File: config.mk
export PLATFORM = sky130hd
export DESIGN_NAME = stream_buffer_top
export DESIGN_NICKNAME = d
export VERILOG_FILES = /design/src/logic/stream_pkg.sv /design/src/logic/counter_bin.sv /design/src/logic/fifo_control.sv /design/src/logic/fifo_axi_sync.sv /design/src/logic/stream_ingress.sv /design/src/logic/stream_egress.sv /design/src/logic/stream_buffer_top.sv
export SDC_FILE = /design/constraint.sdc
export NUM_CORES = 1
export LEC_CHECK = 0
export ABC_AREA = 1
export BUFFER_PORTS_ARGS = -buffer_cell sky130_fd_sc_hd__buf_4
export CELL_PAD_IN_SITES_DETAIL_PLACEMENT = 0
export CELL_PAD_IN_SITES_GLOBAL_PLACEMENT = 1
export CORE_MARGIN = 4
export CORE_UTILIZATION = 35
export DETAILED_ROUTE_END_ITERATION = 10
export PLACE_DENSITY_LB_ADDON = 0.2
export SLEW_MARGIN = 20
export SYNTH_ARGS = -nofsm -noshare
export SYNTH_HDL_FRONTEND = slang
export SYNTH_SLANG_ARGS = --single-unit
File: constraint.sdc
create_clock -name i_clk -period 2.9 [get_ports i_clk]
set_input_delay 0.145 -clock i_clk [delete_from_list [all_inputs] [get_ports i_clk]]
set_output_delay 0.145 -clock i_clk [all_outputs]
set_load 0.03 [all_outputs]
File: src/logic/stream_pkg.sv
`default_nettype none

package stream_pkg;

    ////////////////////
    // Sequence tag

    // Width of the tag carried with each sample
    localparam int SEQ_WIDTH = 4;

    // Counts accepted samples, wraps modulo 16
    typedef logic [SEQ_WIDTH-1:0] seq_t;

    ////////////////////
    // Drop statistics

    localparam int DROP_WIDTH = 8;

    // Saturates at all ones
    typedef logic [DROP_WIDTH-1:0] drop_count_t;

    ////////////////////
    // Consumer FSM

    typedef enum logic {
        EGRESS_EMPTY,
        EGRESS_FULL
    } egress_state_e;

endpackage : stream_pkg

`default_nettype wire

File: src/logic/counter_bin.sv
`default_nettype none

module counter_bin #(
    parameter int WIDTH = 3,
    parameter int MAX   = 4
) (
    input  logic             i_clk,
    input  logic             i_rst_n,
    input  logic             i_enable,
    output logic [WIDTH-1:0] o_counter_bin,
    output logic [WIDTH-1:0] ow_counter_bin_next
);

    // Last value of the low bits before the wrap
    localparam logic [WIDTH-2:0] LAST = (WIDTH-1)'(MAX - 1);

    // Look-ahead value, top bit flips on every wrap
    always_comb begin
        ow_counter_bin_next = o_counter_bin;
        if (i_enable) begin
            if (o_counter_bin[WIDTH-2:0] == LAST) begin
                ow_counter_bin_next = {~o_counter_bin[WIDTH-1], {(WIDTH-1){1'b0}}};
            end else begin
                ow_counter_bin_next = o_counter_bin + WIDTH'(1);
            end
        end
    end

    always_ff @(posedge i_clk or negedge i_rst_n) begin
        if (!i_rst_n) begin
            o_counter_bin <= '0;
        end else begin
            o_counter_bin <= ow_counter_bin_next;
        end
    end

endmodule : counter_bin

`default_nettype wire

File: src/logic/fifo_control.sv
`default_nettype none

module fifo_control #(
    parameter int DEPTH            = 4,
    parameter int ADDR_WIDTH       = 2,
    parameter int ALMOST_WR_MARGIN = 1
) (
    input  logic                i_clk,
    input  logic                i_rst_n,
    input  logic [ADDR_WIDTH:0] i_wr_ptr_next,
    input  logic [ADDR_WIDTH:0] i_rd_ptr_next,
    output logic                o_full,
    output logic                o_empty,
    output logic                o_almost_full
);

    localparam int PW = ADDR_WIDTH + 1;

    // Occupancy thresholds in pointer width
    localparam logic [ADDR_WIDTH:0] DEPTH_V      = PW'(DEPTH);
    localparam logic [ADDR_WIDTH:0] ALMOST_LEVEL = PW'(DEPTH - ALMOST_WR_MARGIN);

    logic [ADDR_WIDTH-1:0] w_wr_addr;
    logic [ADDR_WIDTH-1:0] w_rd_addr;
    logic                  w_same_lap;
    logic [ADDR_WIDTH:0]   w_count;

    ////////////////////
    // Occupancy

    assign w_wr_addr  = i_wr_ptr_next[ADDR_WIDTH-1:0];
    assign w_rd_addr  = i_rd_ptr_next[ADDR_WIDTH-1:0];
    assign w_same_lap = (i_wr_ptr_next[ADDR_WIDTH] == i_rd_ptr_next[ADDR_WIDTH]);

    // Low bits wrap at DEPTH, so a different lap adds DEPTH back
    always_comb begin
        if (w_same_lap) begin
            w_count = {1'b0, w_wr_addr} - {1'b0, w_rd_addr};
        end else begin
            w_count = DEPTH_V - {1'b0, w_rd_addr} + {1'b0, w_wr_addr};
        end
    end

    ////////////////////
    // Registered flags

    // Next pointers in, so flags change on the same edge as the access
    always_ff @(posedge i_clk or negedge i_rst_n) begin
        if (!i_rst_n) begin
            o_empty       <= 1'b1;
            o_full        <= 1'b0;
            o_almost_full <= 1'b0;
        end else begin
            o_empty       <= (w_count == '0);
            o_full        <= (w_count == DEPTH_V);
            o_almost_full <= (w_count >= ALMOST_LEVEL);
        end
    end

endmodule : fifo_control

`default_nettype wire

File: src/logic/fifo_axi_sync.sv
`default_nettype none

module fifo_axi_sync #(
    parameter int DATA_WIDTH       = 8,
    parameter int DEPTH            = 4,
    parameter int ALMOST_WR_MARGIN = 1
) (
    input  logic                                          i_clk,
    input  logic                                          i_rst_n,
    input  logic                                          i_wr_valid,
    output logic                                          o_wr_ready,
    input  logic [DATA_WIDTH+stream_pkg::SEQ_WIDTH-1:0] i_wr_data,
    input  logic                                          i_rd_ready,
    output logic                                          o_rd_valid,
    output logic                                          o_almost_full,
    output logic [DATA_WIDTH+stream_pkg::SEQ_WIDTH-1:0] ow_rd_data
);

    // Stored word is tag plus sample
    localparam int WW = DATA_WIDTH + stream_pkg::SEQ_WIDTH;
    localparam int AW = $clog2(DEPTH);

    logic [AW:0]   r_wr_ptr;
    logic [AW:0]   r_rd_ptr;
    logic [AW:0]   w_wr_ptr_next;
    logic [AW:0]   w_rd_ptr_next;
    logic          r_full;
    logic          r_empty;
    logic          w_write;
    logic          w_read;

    logic [WW-1:0] r_mem [DEPTH];

    // Misuse is blocked here, the flags gate both sides
    assign w_write = i_wr_valid && !r_full;
    assign w_read  = i_rd_ready && !r_empty;

    ////////////////////
    // Pointers

    counter_bin #(
        .WIDTH (AW + 1),
        .MAX   (DEPTH)
    ) wr_ptr0 (
        .i_clk               (i_clk),
        .i_rst_n             (i_rst_n),
        .i_enable            (w_write),
        .o_counter_bin       (r_wr_ptr),
        .ow_counter_bin_next (w_wr_ptr_next)
    );

    counter_bin #(
        .WIDTH (AW + 1),
        .MAX   (DEPTH)
    ) rd_ptr0 (
        .i_clk               (i_clk),
        .i_rst_n             (i_rst_n),
        .i_enable            (w_read),
        .o_counter_bin       (r_rd_ptr),
        .ow_counter_bin_next (w_rd_ptr_next)
    );

    ////////////////////
    // Flags

    fifo_control #(
        .DEPTH            (DEPTH),
        .ADDR_WIDTH       (AW),
        .ALMOST_WR_MARGIN (ALMOST_WR_MARGIN)
    ) ctrl0 (
        .i_clk         (i_clk),
        .i_rst_n       (i_rst_n),
        .i_wr_ptr_next (w_wr_ptr_next),
        .i_rd_ptr_next (w_rd_ptr_next),
        .o_full        (r_full),
        .o_empty       (r_empty),
        .o_almost_full (o_almost_full)
    );

    assign o_wr_ready = !r_full;
    assign o_rd_valid = !r_empty;

    ////////////////////
    // Storage

    always_ff @(posedge i_clk) begin
        if (w_write) begin
            r_mem[r_wr_ptr[AW-1:0]] <= i_wr_data;
        end
    end

    // Head word, combinational
    assign ow_rd_data = r_mem[r_rd_ptr[AW-1:0]];

endmodule : fifo_axi_sync

`default_nettype wire

File: src/logic/stream_ingress.sv
`default_nettype none

module stream_ingress #(
    parameter int DATA_WIDTH = 8
) (
    input  logic                                          i_clk,
    input  logic                                          i_rst_n,
    input  logic                                          i_in_valid,
    input  logic [DATA_WIDTH-1:0]                         i_in_data,
    input  logic                                          i_wr_ready,
    output logic                                          o_wr_valid,
    output logic [DATA_WIDTH+stream_pkg::SEQ_WIDTH-1:0] o_wr_data,
    output stream_pkg::drop_count_t                       o_drop_count
);

    stream_pkg::seq_t r_seq;
    logic             w_accept;
    logic             w_drop;

    ////////////////////
    // Write side

    // Strobe goes straight through, no holding register
    assign o_wr_valid = i_in_valid;
    assign o_wr_data  = {r_seq, i_in_data};

    assign w_accept = i_in_valid && i_wr_ready;
    assign w_drop   = i_in_valid && !i_wr_ready;

    // Tag only moves on an accepted write
    always_ff @(posedge i_clk or negedge i_rst_n) begin
        if (!i_rst_n) begin
            r_seq <= '0;
        end else if (w_accept) begin
            r_seq <= r_seq + stream_pkg::seq_t'(1);
        end
    end

    ////////////////////
    // Drop counter

    // Sticks at all ones
    always_ff @(posedge i_clk or negedge i_rst_n) begin
        if (!i_rst_n) begin
            o_drop_count <= '0;
        end else if (w_drop && (o_drop_count != '1)) begin
            o_drop_count <= o_drop_count + stream_pkg::drop_count_t'(1);
        end
    end

endmodule : stream_ingress

`default_nettype wire

File: src/logic/stream_egress.sv
`default_nettype none

module stream_egress #(
    parameter int DATA_WIDTH = 8
) (
    input  logic                                          i_clk,
    input  logic                                          i_rst_n,
    input  logic                                          i_rd_valid,
    input  logic [DATA_WIDTH+stream_pkg::SEQ_WIDTH-1:0] i_rd_data,
    output logic                                          o_rd_ready,
    input  logic                                          i_out_ready,
    output logic                                          o_out_valid,
    output logic [DATA_WIDTH-1:0]                         o_out_data,
    output stream_pkg::seq_t                              o_out_seq
);

    localparam int WW = DATA_WIDTH + stream_pkg::SEQ_WIDTH;

    stream_pkg::egress_state_e r_state;
    stream_pkg::egress_state_e w_state_next;
    logic [WW-1:0]             r_word;
    logic                      w_pop;

    ////////////////////
    // Pop control

    // Room when empty, or when the held word leaves this edge
    assign o_rd_ready = (r_state == stream_pkg::EGRESS_EMPTY) || i_out_ready;
    assign w_pop      = i_rd_valid && o_rd_ready;

    always_comb begin
        w_state_next = r_state;
        case (r_state)
            stream_pkg::EGRESS_EMPTY: begin
                if (w_pop) begin
                    w_state_next = stream_pkg::EGRESS_FULL;
                end
            end
            stream_pkg::EGRESS_FULL: begin
                // Sink took the word, refill or go idle
                if (i_out_ready && !w_pop) begin
                    w_state_next = stream_pkg::EGRESS_EMPTY;
                end
            end
            default: w_state_next = stream_pkg::EGRESS_EMPTY;
        endcase
    end

    always_ff @(posedge i_clk or negedge i_rst_n) begin
        if (!i_rst_n) begin
            r_state <= stream_pkg::EGRESS_EMPTY;
        end else begin
            r_state <= w_state_next;
        end
    end

    ////////////////////
    // Output register

    always_ff @(posedge i_clk) begin
        if (w_pop) begin
            r_word <= i_rd_data;
        end
    end

    assign o_out_valid = (r_state == stream_pkg::EGRESS_FULL);
    assign o_out_data  = r_word[DATA_WIDTH-1:0];
    assign o_out_seq   = r_word[WW-1:DATA_WIDTH];

endmodule : stream_egress

`default_nettype wire

File: src/logic/stream_buffer_top.sv
`default_nettype none

module stream_buffer_top #(
    parameter int DATA_WIDTH       = 8,
    parameter int DEPTH            = 4,
    parameter int ALMOST_WR_MARGIN = 1
) (
    input  logic                    i_clk,
    input  logic                    i_rst_n,
    input  logic                    i_in_valid,
    input  logic [DATA_WIDTH-1:0]   i_in_data,
    input  logic                    i_out_ready,
    output logic                    o_out_valid,
    output logic [DATA_WIDTH-1:0]   o_out_data,
    output stream_pkg::seq_t        o_out_seq,
    output stream_pkg::drop_count_t o_drop_count,
    output logic                    o_almost_full
);

    localparam int WW = DATA_WIDTH + stream_pkg::SEQ_WIDTH;

    // Producer to FIFO
    logic          w_wr_valid;
    logic          w_wr_ready;
    logic [WW-1:0] w_wr_data;

    // FIFO to consumer
    logic          w_rd_valid;
    logic          w_rd_ready;
    logic [WW-1:0] w_rd_data;

    stream_ingress #(
        .DATA_WIDTH (DATA_WIDTH)
    ) ingress0 (
        .i_clk        (i_clk),
        .i_rst_n      (i_rst_n),
        .i_in_valid   (i_in_valid),
        .i_in_data    (i_in_data),
        .i_wr_ready   (w_wr_ready),
        .o_wr_valid   (w_wr_valid),
        .o_wr_data    (w_wr_data),
        .o_drop_count (o_drop_count)
    );

    fifo_axi_sync #(
        .DATA_WIDTH       (DATA_WIDTH),
        .DEPTH            (DEPTH),
        .ALMOST_WR_MARGIN (ALMOST_WR_MARGIN)
    ) fifo0 (
        .i_clk         (i_clk),
        .i_rst_n       (i_rst_n),
        .i_wr_valid    (w_wr_valid),
        .o_wr_ready    (w_wr_ready),
        .i_wr_data     (w_wr_data),
        .i_rd_ready    (w_rd_ready),
        .o_rd_valid    (w_rd_valid),
        .o_almost_full (o_almost_full),
        .ow_rd_data    (w_rd_data)
    );

    stream_egress #(
        .DATA_WIDTH (DATA_WIDTH)
    ) egress0 (
        .i_clk       (i_clk),
        .i_rst_n     (i_rst_n),
        .i_rd_valid  (w_rd_valid),
        .i_rd_data   (w_rd_data),
        .o_rd_ready  (w_rd_ready),
        .i_out_ready (i_out_ready),
        .o_out_valid (o_out_valid),
        .o_out_data  (o_out_data),
        .o_out_seq   (o_out_seq)
    );

endmodule : stream_buffer_top

`default_nettype wire

==> flow_summary.json <==
{
  "postCtsSetupBuffers": 0,
  "fin_tns_setup_ns": 0,
  "nets": 337,
  "synth-seq-cells": 82,
  "stdcell_count": 432,
  "p_leak_nw": 1.62,
  "powerDensity_nw_per_um2": 1050,
  "dieArea_sq_um": 11000,
  "cp.required_ns": 3.19,
  "p_sw_mw": 1.56,
  "synthAdderAreaFrac_pct": 3.65,
  "setup_slack_ns": 0.641,
  "swShare_pct": 37.3,
  "grt_overflow_total": 0,
  "synth.most_common_cell": "edfxtp_1",
  "grt_pass1_vias": 1943,
  "fin_crit_ns": 2.26,
  "cp-start-kind": "register",
  "avgRoutedWirePerCell_um": 14.0,
  "fmax_ghz": 0.443,
  "fin_crit_sh_pct": 77.9,
  "synth_top_family_by_area": "simple AND/OR/NAND/NOR gates",
  "hp-class": "in -> reg",
  "synth_largest_area_cell": "edfxtp_1",
  "synth-edff-count": 60,
  "crit_chain": "ha_1 > inv_1 > nand3_1 > o21ai_0 > ha_1 > inv_1 > fa_1 > inv_1 > or2_2 > nand3_1",
  "grt_pass1_wl_um": 9890,
  "p_int_mw": 2.63,
  "cts_tree": "done",
  "ys.flop_type": "edfxtp_1",
  "holdWs_ns": 0.0854,
  "yosysSeqAreaShare_pct": 71.4,
  "dp_cells": 407,
  "cts_sinks": 82,
  "num_antenna_cells": 0,
  "pwr-share-clk_pct": 20.3,
  "maxCapViolCount": 0,
  "fin_worst_skew_ns": 0.00711,
  "synthXorXnorAreaFrac_pct": 2.39,
  "firstDrtPassIters": 4,
  "antenna_left": 0,
  "rows": 35,
  "cts_max_level": 3,
  "post-place-ws_ns": 0.605,
  "synthArstFlopShare_pct": 26.8,
  "cp-end-kind": "register",
  "ys_warn_count": 0,
  "slew_headroom_pct": 67.4,
  "boundaryPins": 34,
  "yosysUniqueCellTypes": 24,
  "irDropWorstVdd_mv": 0.334,
  "grt_max_degree": 25,
  "sequentialPowerShare_pct": 45.1,
  "crit_top_cell": "inv_1",
  "hold_viol_final": 0,
  "syn_avg_cell_area_sq_um": 12.6,
  "place_hpwl_um": 3760,
  "pwr-share-comb_pct": 34.6,
  "die_y_um": 105,
  "via_count": 1964,
  "globalplace.congestion": 0.706,
  "drt_iter0_markers": 54,
  "clkTransAtPathRegs_ns": 0.09,
  "coreArea_sq_um": 9200,
  "initial_core_util_pct": 35.8,
  "cts-resized-gates": 0,
  "outcome": "completed",
  "area_delta_synth_final_pct": 21.6,
  "cts-root-buf": "clkbuf_8",
  "syn_inst": 262,
  "critPathMaxStageDelay_ns": 0.56,
  "synth_area_leaders": "edfxtp_1 (55%), dfrtp_1 (16%), o21ai_0 (4.4%)",
  "synth_top_area_share_pct": 54.7,
  "grt_setup_unrepaired": "false",
  "drc": 0,
  "clock_path_buffers": 2,
  "syn_area_sq_um": 3290,
  "finalMaxSlewViolations": 0,
  "antenna_found_initial": 0,
  "synth-compound-area-share_pct": 7.29,
  "synth_commonest_cells": "edfxtp_1 (60), nor2_1 (34), nand2_1 (32)",
  "via_per_inst": 4.55,
  "track_usage_pct": 11.7,
  "worst_slew_pin_slew_ns": 0.488,
  "yosys-mux-area-fraction_pct": 0,
  "cp_max_fo": 14,
  "routed_wl_um": 6060,
  "die_x_um": 105,
  "crit_arrival_ns": 2.55,
  "clk_latency_ns": 0.35,
  "synth_simple_gate_area_share_pct": 11.2,
  "numCtsBuffers": 9,
  "io_buffers": 33,
  "total_power_mw": 4.19,
  "finalSetupViolCount": 0,
  "final_layout_size_suffix_gt1_share_pct": 20.6,
  "cp_slowest_cell": "dfrtp_1",
  "timing.setup.critical_path_class": "reg -> reg",
  "syn_nets": 283
}
==> cell type report <==
type / instances / area (sq um)
clock inverters: 7 / 85.1
flip-flops and latches: 82 / 2350
well taps: 111 / 139
multi-input cells: 145 / 807
fillers: 873 / 5190
repair buffers: 49 / 390
inverters: 29 / 109
clock buffers: 9 / 124
==> logic make-up (layout without fill, tap and decap cells) <==
group / after synthesis / after routing
compound gates: 45 / 45
xor+xnor: 9 / 9
fa+ha+maj: 9 / 9
buf+inv: 35 / 94
flops: 82 / 82
simple gates: 82 / 82
==> state kept, by name, indices dropped and copies added, names as in the netlist <==
| signal | flops |
|---|---|
| fifo0.ctrl0.o_almost_full | 1 |
| fifo0.rd_ptr0.o_counter_bin | 3 |
| fifo0.r_mem | 48 |
| egress0.r_word | 12 |
| ingress0.r_seq | 4 |
| egress0.o_out_valid | 1 |
| fifo0.wr_ptr0.o_counter_bin | 3 |
| fifo0.ctrl0.o_empty | 1 |
| ingress0.o_drop_count | 8 |
| fifo0.ctrl0.o_full | 1 |
==> worst max-delay path, delay by kind of cell (launching register included) <==
kind                     cells  cell delay, ns
adder cells (fa/ha/maj)      3            0.95
flip-flops                   1            0.56
AND/OR/NAND/NOR              3            0.42
buffers and inverters        3            0.16
AO/OA/AOI/OAI                1            0.12
==> power by group through the flow <==
stage | Sequential (mW) | Combinational [mW] | Clock [mW]
2_1_floorplan | 2.12 | 0.758 | 0
3_3_place_gp | 1.92 | 1.46 | 0
3_5_place_dp | 1.92 | 1.47 | 0
4_1_cts | 1.90 | 1.48 | 0.884
5_1_grt | 1.94 | 1.63 | 0.931
6_report | 1.89 | 1.45 | 0.853
==> per-stage QoR <==
stage	area, sq um	util (%)
floorplan	3290	-
detailed placement	3710	40.3
global route	4010	43.6
CTS	4010	43.6
global placement	3710	40.3
finish	4010	43.6
==> layer usage <==
layer | wire length [um] | track usage, %
met4 | 39 | 3.37
met2 | 3040 | 19.2
met1 | 2740 | 14.6
met3 | 235 | 4.26
met5 | 0 | 0
==> worst paths after layout <==
check / startpoint / to / slack, ns / cells past startpoint
worst max-delay path: fifo0.rd_ptr0.o_counter_bin[1]$_DFF_PN0_ / fifo0.ctrl0.o_almost_full$_DFF_PN0_ / 0.64 / 10
min in group asynchronous: i_rst_n / fifo0.rd_ptr0.o_counter_bin[2]$_DFF_PN0_ / 0.22 / 2
worst max register to register: fifo0.rd_ptr0.o_counter_bin[1]$_DFF_PN0_ / fifo0.ctrl0.o_almost_full$_DFF_PN0_ / 0.64 / 10
worst min register to register: fifo0.ctrl0.o_empty$_DFF_PN1_ / egress0.o_out_valid$_DFF_PN0_ / 0.46 / 1
max in group asynchronous: i_rst_n / fifo0.ctrl0.o_empty$_DFF_PN1_ / 2.40 / 2
worst min-delay path: i_out_ready / egress0.o_out_valid$_DFF_PN0_ / 0.09 / 4
==> what timing repair did <==
action                                 CTS  global route
setup endpoints to repair                0             0
hold buffers                             9             0
endpoints found under the hold margin   54             0
==> cells in the final DEF, fill, tap and decap left out, types with 6 or more instances in the layout <==
cell type / Yosys / layout
nand2_1: 32 / 32
nand3_1: 7 / 7
dlygate4sd3_1: 0 / 9
o22ai_1: 12 / 12
edfxtp_1: 60 / 60
nor2_1: 34 / 34
inv_1: 28 / 28
buf_4: 0 / 40
xor2_1: 6 / 6
dfrtp_1: 21 / 21
o21ai_0: 29 / 29
clkbuf_8: 0 / 9
ha_1: 8 / 8
No activity file was read; power rests on OpenSTA's default activity.
